<file path="config.mk">
export PLATFORM = sky130hd
export DESIGN_NAME = read_port_share
export DESIGN_NICKNAME = d
export VERILOG_FILES = /design/src/hdl/regread_pkg.sv /design/src/hdl/read_port_share.sv
export SDC_FILE = /design/constraint.sdc
export NUM_CORES = 1
export LEC_CHECK = 0
export ABC_AREA = 1
export BUFFER_PORTS_ARGS = -buffer_cell sky130_fd_sc_hd__buf_2
export CORE_MARGIN = 8
export CORE_UTILIZATION = 33
export DETAILED_ROUTE_END_ITERATION = 8
export PLACE_DENSITY_LB_ADDON = 0.25
export SYNTH_ARGS = -nofsm -noshare
export SYNTH_HDL_FRONTEND = slang
export SYNTH_SLANG_ARGS = --single-unit
</file>
<file path="constraint.sdc">
create_clock -name clk -period 0.8 [get_ports clk]
set_input_delay 0.08 -clock clk [delete_from_list [all_inputs] [get_ports clk]]
set_output_delay 0.08 -clock clk [all_outputs]
set_load 0.03 [all_outputs]
</file>
<file path="src/hdl/regread_pkg.sv">
`default_nettype none

package regread_pkg;

    // Datapath width and size of the integer physical register file
    localparam int xlen = 32;
    localparam int preg_size = 64;
    localparam int preg_width = $clog2(preg_size);

    // Issue pipes that read the integer file
    localparam int alu_size = 2;
    localparam int load_pipeline = 2;

    // Each store pipe reads an address operand and a data operand
    localparam int store_pipeline = 1;

    // Writeback ports into the register file
    localparam int wb_size = 4;

    // Read port layout, low index first:
    //   rs1 of each ALU pipe, rs2 of each ALU pipe, loads, then store operands
    localparam int int_read_ports = alu_size * 2 + load_pipeline + store_pipeline * 2;

    // First read port of the load group and of the store group
    localparam int load_base = alu_size * 2;
    localparam int store_base = load_base + load_pipeline;

    // Physical register number
    typedef logic [preg_width-1:0] preg_t;

    // Register value
    typedef logic [xlen-1:0] word_t;

endpackage

`default_nettype wire

</file>
<file path="src/hdl/read_port_share.sv">
`timescale 1ns/1ns
`default_nettype none

module read_port_share (
    input  logic               clk,
    input  logic               rst_n,
    input  logic               primary_en,
    input  regread_pkg::preg_t primary_rs1,
    input  regread_pkg::preg_t primary_rs2,
    input  logic               secondary_en,
    input  regread_pkg::preg_t secondary_rs1,
    input  regread_pkg::preg_t secondary_rs2,
    output logic               primary_ready,
    output logic               read_en,
    output regread_pkg::preg_t read_rs1,
    output regread_pkg::preg_t read_rs2
);

    // The secondary unit always wins the port, so the ALU has to hold its request
    assign primary_ready = ~secondary_en;

    always_ff @(posedge clk or negedge rst_n) begin
        if (!rst_n) begin
            read_en <= 1'b0;
        end else begin
            read_en <= primary_en | secondary_en;
        end
    end

    always_ff @(posedge clk) begin
        if (secondary_en) begin
            read_rs1 <= secondary_rs1;
            read_rs2 <= secondary_rs2;
        end else begin
            read_rs1 <= primary_rs1;
            read_rs2 <= primary_rs2;
        end
    end

    read_en_known: assert property (
        @(posedge clk) disable iff (!rst_n)
        !$isunknown(read_en)
    ) else $error("read_port_share: read_en is unknown");

endmodule

`default_nettype wire

</file>
==> impl_results.md <==
- Post-route cell area: 945 sq um
- Placed Cells: 109
- Wire per inst: 12.7 um
- DRC Markers: 0
- Syn Area/Cell: 8.10 sq um
- Worst path cell trace: buf_6
- DRT iter0 DRCs: 11
- Synth area leader: dfxtp_1
- Cell family with the largest share of critical-path delay: flip-flops
- Pre-antenna DRT Iters: 4
- Adder-cell share of the synthesized area: 0%
- Yosys cell types: 7
- Largest net degree at the start of global routing: 9
- Fin nets: 143
- Area Growth Syn to Fin: 120%
- Fin cells: 129
- TritonCTS Buffers: 3
- Min Tclk post-route: 863 ps
- Int Pwr: 1.13 mW
- Worst Path Max Fanout: 1
- FILL cells: 87
- Unrepaired setup endpoints after global routing: true
- HPWL after DPL: 1100 um
- Status: complete, but fails checks
- Top Ports: 42
- Critical path arrival: 780 ps
- Clock share of power: 25.6%
- Failing checks: negative hold slack, negative setup slack
- Largest family of logic cells by synthesized area: simple AND/OR/NAND/NOR gates
- Sequential fraction of the synthesis area: 61.8%
- Worst stage delay on the critical path: 380 ps
- Ys Warns: 0
- Post-Syn Instances: 53
- Leakage: 0.509 nW
- Final Setup Violations: 7
- Post-synth ARST share: 7.69%
- Reg clk slew, reported paths: 80 ps
- Synth top area cells: dfxtp_1 (56%), nand2_1 (31%), dfrtp_1 (5.8%), buf_6 (2.6%), buf_4 (1.7%)
- Post-synth top cells: nand2_1 (36), dfxtp_1 (12)
- Sw power: 0.440 mW
- Total GRT Usage: 11.7%
- Mux cell area share after synthesis: 0%
- Cell Area, Synth: 429 sq um
- Chip height: 52.1 um
- Initial Util: 34.3%
- Max VDD drop: 0.897 mV
- WP buf/inv: 1
- Share of the synthesized area in the top cell type: 56.0%
- Combinational cell fraction of total power: 27.7%
- Net Sw Frac: 28.0%
- Die width: 52.1 um
- MaxCap Viol Count: 0
- Post-route ant nets: 0
- CORE AREA: 1250 sq um
- Simple-Gate Fraction of Synth Area: 32.9%
- CTS sink cnt: 13
- Final Worst Setup Slack: -63.1 ps
- Initial antenna violation count: 0
- IO Port Bufs: 41
- Via-per-instance ratio: 4.22
- Critical path launch point type: flip-flop
- Count leader, synth: nand2_1
- Area post-placement: 662 sq um
- H-tree Lvls: 1
- Hold slack: -0.379 ps
- First-pass GRT wire length: 2430 um
- Synth Area in XOR/XNOR: 0%
- Number of global-route vias before repair: 550
- Hold Crit Class: in -> reg
- Slew @ Worst Pin: 167 ps
- Setup Total Neg Slack: -90.3 ps
- Area of the multi-input gates: 141 sq um
- Post-synthesis compound-gate area fraction: 0%
- Synthesized flop and latch total: 13
- Gpl congestion: 0.688
- Vias post-DR: 545
- Worst path slowest cell: dfrtp_1
- Pwr Density: 1660 nW/um^2
- FF/Latch Area: 280 sq um
- Rel. slew slack: 88.9%
- Root buffer cell: clkbuf_4
- Antenna cells: 0
- Top_reg_cell synth: dfxtp_1
- CTS tree: done
- Slew Limit Fails: 0
- Syn Nets: 81
- Setup bufs post-CTS: 0
- Share of post-route cells with drive strength above 1: 52.6%
- CP Capture Type: output port
- Period utilization: 108%
- CTS Buffer Depth: 2
- Final Hold Vio Count: 1
- Required time of the critical path: 720 ps
- Critical Setup Path Class: reg -> out
- Seq pwr share: 46.7%
- Number of synthesized flops with an enable pin: 0
- # rows: 13
- Final WL: 1640 um
- Die area: 2710 sq um
- Total grt overflow: 0
- Fmax: 1160 MHz
## cells in the final DEF, fill, tap and decap left out
cell | Yosys | layout
dfrtp_1 | 1 | 1
buf_2 | 0 | 28
buf_6 | 1 | 13
inv_2 | 1 | 1
dfxtp_2 | 0 | 12
buf_4 | 1 | 1
dlygate4sd3_1 | 0 | 16
nand2_1 | 36 | 36
buf_12 | 0 | 1
or2_2 | 1 | 1
clkbuf_4 | 0 | 3
clkbuf_1 | 0 | 1
## layer usage
layer  track usage (%)  wire [um]  share of wire, %
met1              9.97        563                34
met2              22.8        950                58
met3              3.70        106               6.5
met4              6.64         23               1.4
met5                 0          0                 0
## repair_timing
action                                  in CTS  in global routing
gates resized for setup                     38                  0
endpoints found under the setup margin      13                 13
hold buffers                                12                  4
endpoints found under the hold margin        8                  4
pin swaps                                    0                  0
## cell families after synthesis
| logic type | Yosys count |
|---|---|
| flip-flops | 13 |
| AND/OR/NAND/NOR | 37 |
| buffers and inverters | 3 |
## cell type report
class	count	share of cell area, %
multi-input combinational	37	15.0
clock buffer	4	2.78
timing repair buffer	59	50.2
inverter	1	0.397
tap	15	1.99
sequential	13	29.7
## power by group through the flow
| stage | Clock, mW | Combinational, mW | Sequential [mW] |
|---|---|---|---|
| after CTS | 0.410 | 0.418 | 0.732 |
| after detailed placement | 0 | 0.313 | 0.725 |
| after global placement | 0 | 0.311 | 0.721 |
| final | 0.401 | 0.434 | 0.733 |
| after floorplan | 0 | 0.0681 | 0.830 |
| after global routing | 0.448 | 0.462 | 0.737 |
## state kept, by name, indices dropped and copies added (netlist names)
name / flops
read_en: 1
read_rs2: 6
read_rs1: 6
## final timing paths
kind | startpoint | endpoint | slack, ps | depth (start not counted)
setup / recovery | read_en$_DFF_PN0_ | read_en | -60 | 1
hold / removal | primary_en | read_en$_DFF_PN0_ | -0.4 | 2
min in group asynchronous | rst_n | read_en$_DFF_PN0_ | 110 | 2
max in group asynchronous | rst_n | read_en$_DFF_PN0_ | 610 | 2
## through the flow
stage	worst slack (ps)	power, mW	utilization, %	hold WS, ps
after floorplan	253	0.899	-	-216
after global placement	124	1.03	52.8	-146
after detailed placement	101	1.04	52.8	-145
after CTS	-70.5	1.56	72.2	-11.7
after global routing	-84.4	1.65	75.4	-0.0422
final	-63.1	1.57	75.4	-0.379
(Power assumes the default switching activity.)
