File: config.mk
export PLATFORM = sky130hd
export DESIGN_NAME = wb_bypass
export DESIGN_NICKNAME = d
export VERILOG_FILES = /design/src/hdl/regread_pkg.sv /design/src/hdl/wb_bypass.sv
export SDC_FILE = /design/constraint.sdc
export NUM_CORES = 1
export LEC_CHECK = 0
export BUFFER_PORTS_ARGS = -buffer_cell sky130_fd_sc_hd__buf_2
export CAP_MARGIN = 20
export CORE_AREA = 2 2 281 283
export DETAILED_ROUTE_END_ITERATION = 10
export DIE_AREA = 0 0 283 285
export GPL_TIMING_DRIVEN = 0
export PLACE_DENSITY = 0.46
export SLEW_MARGIN = 5
export SYNTH_ARGS = -nofsm -noshare
export SYNTH_HDL_FRONTEND = slang
export SYNTH_SLANG_ARGS = --single-unit
File: constraint.sdc
create_clock -name vclk -period 7.67
set_clock_uncertainty 0.15 [all_clocks]
set_input_delay 1.534 -clock vclk [all_inputs]
set_output_delay 1.534 -clock vclk [all_outputs]
set_load 0.005 [all_outputs]
File: src/hdl/regread_pkg.sv
`default_nettype none

package regread_pkg;

    // Datapath width and size of the integer physical register file
    localparam int xlen = 32;
    localparam int preg_size = 64;
    localparam int preg_width = $clog2(preg_size);

    // Issue pipes that read the integer file
    localparam int alu_size = 2;
    localparam int load_pipeline = 2;

    // Each store pipe reads an address operand and a data operand
    localparam int store_pipeline = 1;

    // Writeback ports into the register file
    localparam int wb_size = 4;

    // Read port layout, low index first:
    //   rs1 of each ALU pipe, rs2 of each ALU pipe, loads, then store operands
    localparam int int_read_ports = alu_size * 2 + load_pipeline + store_pipeline * 2;

    // First read port of the load group and of the store group
    localparam int load_base = alu_size * 2;
    localparam int store_base = load_base + load_pipeline;

    // Physical register number
    typedef logic [preg_width-1:0] preg_t;

    // Register value
    typedef logic [xlen-1:0] word_t;

endpackage

`default_nettype wire

File: src/hdl/wb_bypass.sv
`timescale 1ns/1ns
`default_nettype none

module wb_bypass (
    input  regread_pkg::preg_t              raddr    [regread_pkg::int_read_ports],
    input  regread_pkg::word_t              rf_rdata [regread_pkg::int_read_ports],
    input  logic [regread_pkg::wb_size-1:0] we,
    input  regread_pkg::preg_t              waddr    [regread_pkg::wb_size],
    input  regread_pkg::word_t              wdata    [regread_pkg::wb_size],
    output regread_pkg::word_t              rdata    [regread_pkg::int_read_ports]
);
    import regread_pkg::*;

    // A result written back in the read cycle is not in the array until the edge,
    // so it is taken straight from the writeback bus
    always_comb begin
        for (int p = 0; p < int_read_ports; p++) begin
            rdata[p] = rf_rdata[p];
            for (int w = 0; w < wb_size; w++) begin
                // Register 0 never forwards, it must stay zero
                if (we[w] && waddr[w] != '0 && waddr[w] == raddr[p]) begin
                    rdata[p] = wdata[w];
                end
            end
        end
    end

endmodule

`default_nettype wire

==> impl_metrics.toml, run 1 <==
[run_status]
status = "finished clean"

[placed_design]
pre_cts_ws_ps = 664.0
port_buffers = 604
gp_congestion = 0.9517
placed_cells = 3913
hpwl_um = 118500

[yosys]
synthSimpleGateAreaFrac_pct = 23.34
syn-mean-instance-area_um2 = 6.675
yosys_warnings = 0
synth_xor_area_share_pct = 11.27
synthMuxAreaShare_pct = 2.146
yosysUniqueCellTypes = 39
syn_area_um2 = 14930
ys_seq_area_share_pct = 0
netlist_instances = 2236
yosys.area_share.adder_pct = 0
syn-num-nets = 2696
synth_compound_area_share_pct = 46.68
synth_top_family_by_area = "compound AO/OA/AOI/OAI gates"

[drt]
top_layer = "met5"
wl_met2_um = 64800
antenna_left = 0
dr_wl_met3_um = 17130
vias = 24270
drt-initial-drc-count = 3190
drtPass1Iterations = 7
wl_per_cell_um = 38.52
wirelength_um = 152400
route.detailed.drc = 0
met1Wirelength_um = 61600
vias_per_cell = 6.137

[timing]
finalCriticalPeriod_ps = 7299
post-route-period-util_pct = 95.17
max_freq_mhz = 137.0
setup-violations-final = 0
setup_slack_ps = 370.8
rsz0062_at_grt = "no"
final_max_slew_viol_count = 0
max_slew_margin_pct = 19.96
hold_viol = 0
worstMarginPinSlew_ps = 1201

[pwr]
ir_drop_mv = 0.02661
comb_power_share_pct = 100.0
p_seq_share_pct = 0
internal_power_mw = 0.4283
switchingPower_mw = 0.8183
leakagePower_nw = 8.030
clkPwrFrac_pct = 0
p_sw_share_pct = 65.64
p_per_area_nw_per_um2 = 63.05

[finish]
nClkBuffers = 0
final_common_cell = "buf_2"
layout_common_cells = "buf_2 (713), nand2_1 (249), o211ai_1 (192)"
syn2layout_area_growth_pct = 32.47
regArea_um2 = 0
layout-drive-gt1-share_pct = 33.48
fin_cells = 3955
layout.nets = 3326
seq_cells = 0
num-fill-cells = 9049

[global_routing]
antenna_found_initial = 42
grt_pass1_vias = 22550
grt_pass1_wl_um = 200400
track_usage_pct = 35.33
grt_max_degree = 11
grt-ovfl-total = 0

[setup_path]
crit_top_cell = "buf_2"
arrival_ps = 5620
crit_required_ps = 5990
worstPathMaxFanout = 10
end_kind = "primary output"
path_class = "primary input to primary output"
path_cells = "buf_4, or4_4, o31ai_4, or4_1, clkbuf_1, nand2b_1, buf_2, o221ai_1, buf_2"
start_kind = "primary input"
crit_buf_inv = 4
cpPeakStageDelay_ps = 890
crit_family = "buffers and inverters"
slowest_stage = "nand2b_1"

[worst_hold_path]
holdPathEnd = "rdata[49]"
hp-start = "wdata[49]"
hp-class = "primary input to primary output"
worstHoldPathCells = 4

[die]
dieArea_um2 = 80660
rows = 103
io_pins = 716
core_um2 = 77970
die_y_um = 285
fp.dieW_um = 283
start_util_pct = 19.14

[clock_tree]
cts_resized = 0
postCtsSetupRepairBufs = 0
cts-hold-fix-buffers = 0

[job]
drv_cap = 0
## power by group through the flow
| stage | Combinational, mW | Sequential (mW) | Clock [mW] |
|---|---|---|---|
| 2_1_floorplan | 0.559 | 0 | 0 |
| 3_3_place_gp | 1.18 | 0 | 0 |
| 3_5_place_dp | 1.20 | 0 | 0 |
| 4_1_cts | 1.20 | 0 | 0 |
| 6_report | 1.25 | 0 | 0.000000170 |
## metrics by stage
step	total power [mW]	hold WS, ps	TNS [ps]	cell area (µm²)	utilization (%)
final	1.247	3286	0	19770	25.36
after global routing	1.277	3305	0	19690	25.26
after CTS	1.204	3279	0	19660	25.22
after detailed placement	1.200	3275	0	19660	25.22
after global placement	1.177	3276	-39.64	19260	24.71
after floorplan	0.5589	3043	0	14930	-
## worst max path at each step
stage / start / end / slack [ps] / cells after the start
3_3_place_gp: waddr[21] / rdata[98] / -40 / 9
3_5_place_dp: waddr[1] / rdata[171] / 660 / 9
5_1_grt: waddr[1] / rdata[171] / 640 / 9
4_1_cts: waddr[1] / rdata[171] / 660 / 9
6_report: waddr[1] / rdata[165] / 370 / 9
2_1_floorplan: waddr[1] / rdata[78] / 2590 / 10
## synth_stat cells (all sizes together)
master,instances,area (µm²)
a211oi,96,860.8
a221oi,160,1902
a31oi,96,600.6
and3,171,1070
buf,214,1326
clkbuf,177,666.9
inv,128,480.5
mux2i,32,320.3
nand2,252,963.4
nand2b,3,18.77
nand3,85,425.4
nand4,18,112.6
nor2,99,371.6
nor3,8,40.04
nor4,46,300.3
o211ai,192,1441
o21ai,7,35.03
o221ai,147,1350
o311ai,58,508.0
o31a,2,17.52
o31ai,28,251.5
or3,14,87.58
or4,11,93.84
xnor2,118,1033
xor2,74,648.1
## cells by family (layout without fill, tap and decap cells)
| family | count (synthesis) | count (layout) |
|---|---|---|
| other cells | 0 | 41 |
| mux | 32 | 32 |
| xor+xnor | 192 | 192 |
| compound gates | 786 | 786 |
| simple gates | 707 | 707 |
| buf+inv | 519 | 1147 |
## layer usage
metal,vias to the layer above,global-route usage [%]
met2,2025,53.55
li1,9956,-
met3,452,9.536
met5,-,0
met1,11820,46.07
met4,22,17.25
## area by class of cell
cell class | count | area [µm²] | share of cell area (%)
Inverter | 128 | 480.5 | 2.430
Timing Repair Buffer | 628 | 3289 | 16.64
Multi-Input combinational cell | 1717 | 12590 | 63.69
Tap cell | 1050 | 1314 | 6.645
Antenna cell | 41 | 102.6 | 0.5189
Buffer | 391 | 1993 | 10.08
No activity file was read; power rests on OpenSTA's default activity.
==> inputs of run 2 (changes only) <==
- RECOVER_POWER: not set -> 25
- SLEW_MARGIN: 5 -> 20
==> run 2 against run 1 <==
Against the previous run:
- fmax up 0.93%
- sequential share of layout area unchanged
- final cell count shrank 0.28%
- global-route usage up 0.17 points
- worst setup slack better by 67 ps
- critical path depth is the same
- final area is 0.68% lower
- die area stayed put
- critical path type unchanged
- largest cell class unchanged
- highest routed layer unchanged
==> impl_metrics.toml, run 2 (synthesis results as in run 1) <==
[die]
die_y_um = 285
core_um2 = 77970
rows = 103
fp.dieW_um = 283
io_pins = 716
start_util_pct = 19.14
dieArea_um2 = 80660

[setup_path]
arrival_ps = 5550
path_cells = "buf_2, or4_1, o31ai_4, clkbuf_1, nor3_1, nand2_1, clkbuf_1, o221ai_1, buf_2"
end_kind = "primary output"
cpPeakStageDelay_ps = 780
path_class = "primary input to primary output"
crit_required_ps = 5990
start_kind = "primary input"
slowest_stage = "clkbuf_1"
worstPathMaxFanout = 10
startpoint = "waddr[7]"
setup.worst_path.end = "rdata[111]"

[timing]
finalCriticalPeriod_ps = 7232
fin_setup_tns_ps = 0
setup-violations-final = 0
max_freq_mhz = 138.3
hold_viol = 0
post-route-period-util_pct = 94.29
rsz0062_at_grt = "no"
worstMarginPinSlew_ps = 1210
max_slew_margin_pct = 19.03
setup_slack_ps = 438.2
final_max_slew_viol_count = 0

[run_status]
status = "finished clean"

[finish]
fin_cells = 3944
num-fill-cells = 9054
nClkBuffers = 0
layout_common_cells = "buf_2 (679), nand2_1 (250), clkbuf_1 (212)"
final_common_cell = "buf_2"
syn2layout_area_growth_pct = 31.57
layout-drive-gt1-share_pct = 31.98
regArea_um2 = 0
seq_cells = 0
layout.nets = 3323

[global_routing]
grt-ovfl-total = 0
track_usage_pct = 35.50
grt_pass1_wl_um = 201500
antenna_found_initial = 42
grt_pass1_vias = 22700
grt_max_degree = 11

[drt]
antenna_left = 0
wirelength_um = 152800
drtPass1Iterations = 6
drt-initial-drc-count = 3401
vias_per_cell = 6.196
route.detailed.drc = 0
vias = 24440
wl_per_cell_um = 38.74

[placed_design]
placed_cells = 3911
gp_congestion = 0.9517
port_buffers = 604
hpwl_um = 118300
pre_cts_ws_ps = 633.3

[clock_tree]
cts-hold-fix-buffers = 0
postCtsSetupRepairBufs = 0
cts_resized = 0

[job]
drv_cap = 0

[worst_hold_path]
hp-class = "primary input to primary output"
run 2: cell count changes in the layout (fill, tap and decap cells not counted), moves of 8 or more:
cell      before  now
o311ai_1      57   49
clkbuf_1     175  212
buf_2        713  679
diode_2       41   33
o311ai_0       1    9
run 2: cell type report:
class                      instances  area, µm²  area share [%]
multi-input combinational       1717      12580           64.07
timing repair buffer             625       3199           16.29
buffer                           391       1979           10.08
tap                             1050       1314           6.690
inverter                         128      480.5           2.447
antenna                           33      82.58          0.4205
run 2: worst min-delay path by stage:
| stage | from | endpoint | slack [ps] | depth (start not counted) |
|---|---|---|---|---|
| after floorplan | wdata[33] | rdata[225] | 3040 | 2 |
| after global placement | wdata[39] | rdata[39] | 3280 | 4 |
| after detailed placement | wdata[39] | rdata[39] | 3280 | 4 |
| after CTS | wdata[39] | rdata[39] | 3290 | 4 |
| after global routing | wdata[39] | rdata[39] | 3310 | 4 |
| final | wdata[49] | rdata[49] | 3290 | 4 |
run 2: critical path, delay by kind of cell:
family	cells	cell delay, ps
AOI/OAI and AO/OA	2	840
and+or+nand+nor	3	1270
buffers and inverters	4	1870
run 2: through the flow:
| step | hold slack (ps) | utilization [%] | area [µm²] |
|---|---|---|---|
| after floorplan | 3043 | - | 14930 |
| after global placement | 3276 | 24.71 | 19260 |
| after detailed placement | 3282 | 25.18 | 19640 |
| after CTS | 3286 | 25.18 | 19640 |
| after global routing | 3313 | 25.11 | 19580 |
| final | 3291 | 25.19 | 19640 |
run 2: metal layers:
layer	track usage, %	part of all wire [%]	up-vias
met1	45.88	40	11910
met5	0	0.17	-
met3	9.880	11	476
met4	17.30	6.1	40
li1	-	-	9948
met2	54.11	42	2067
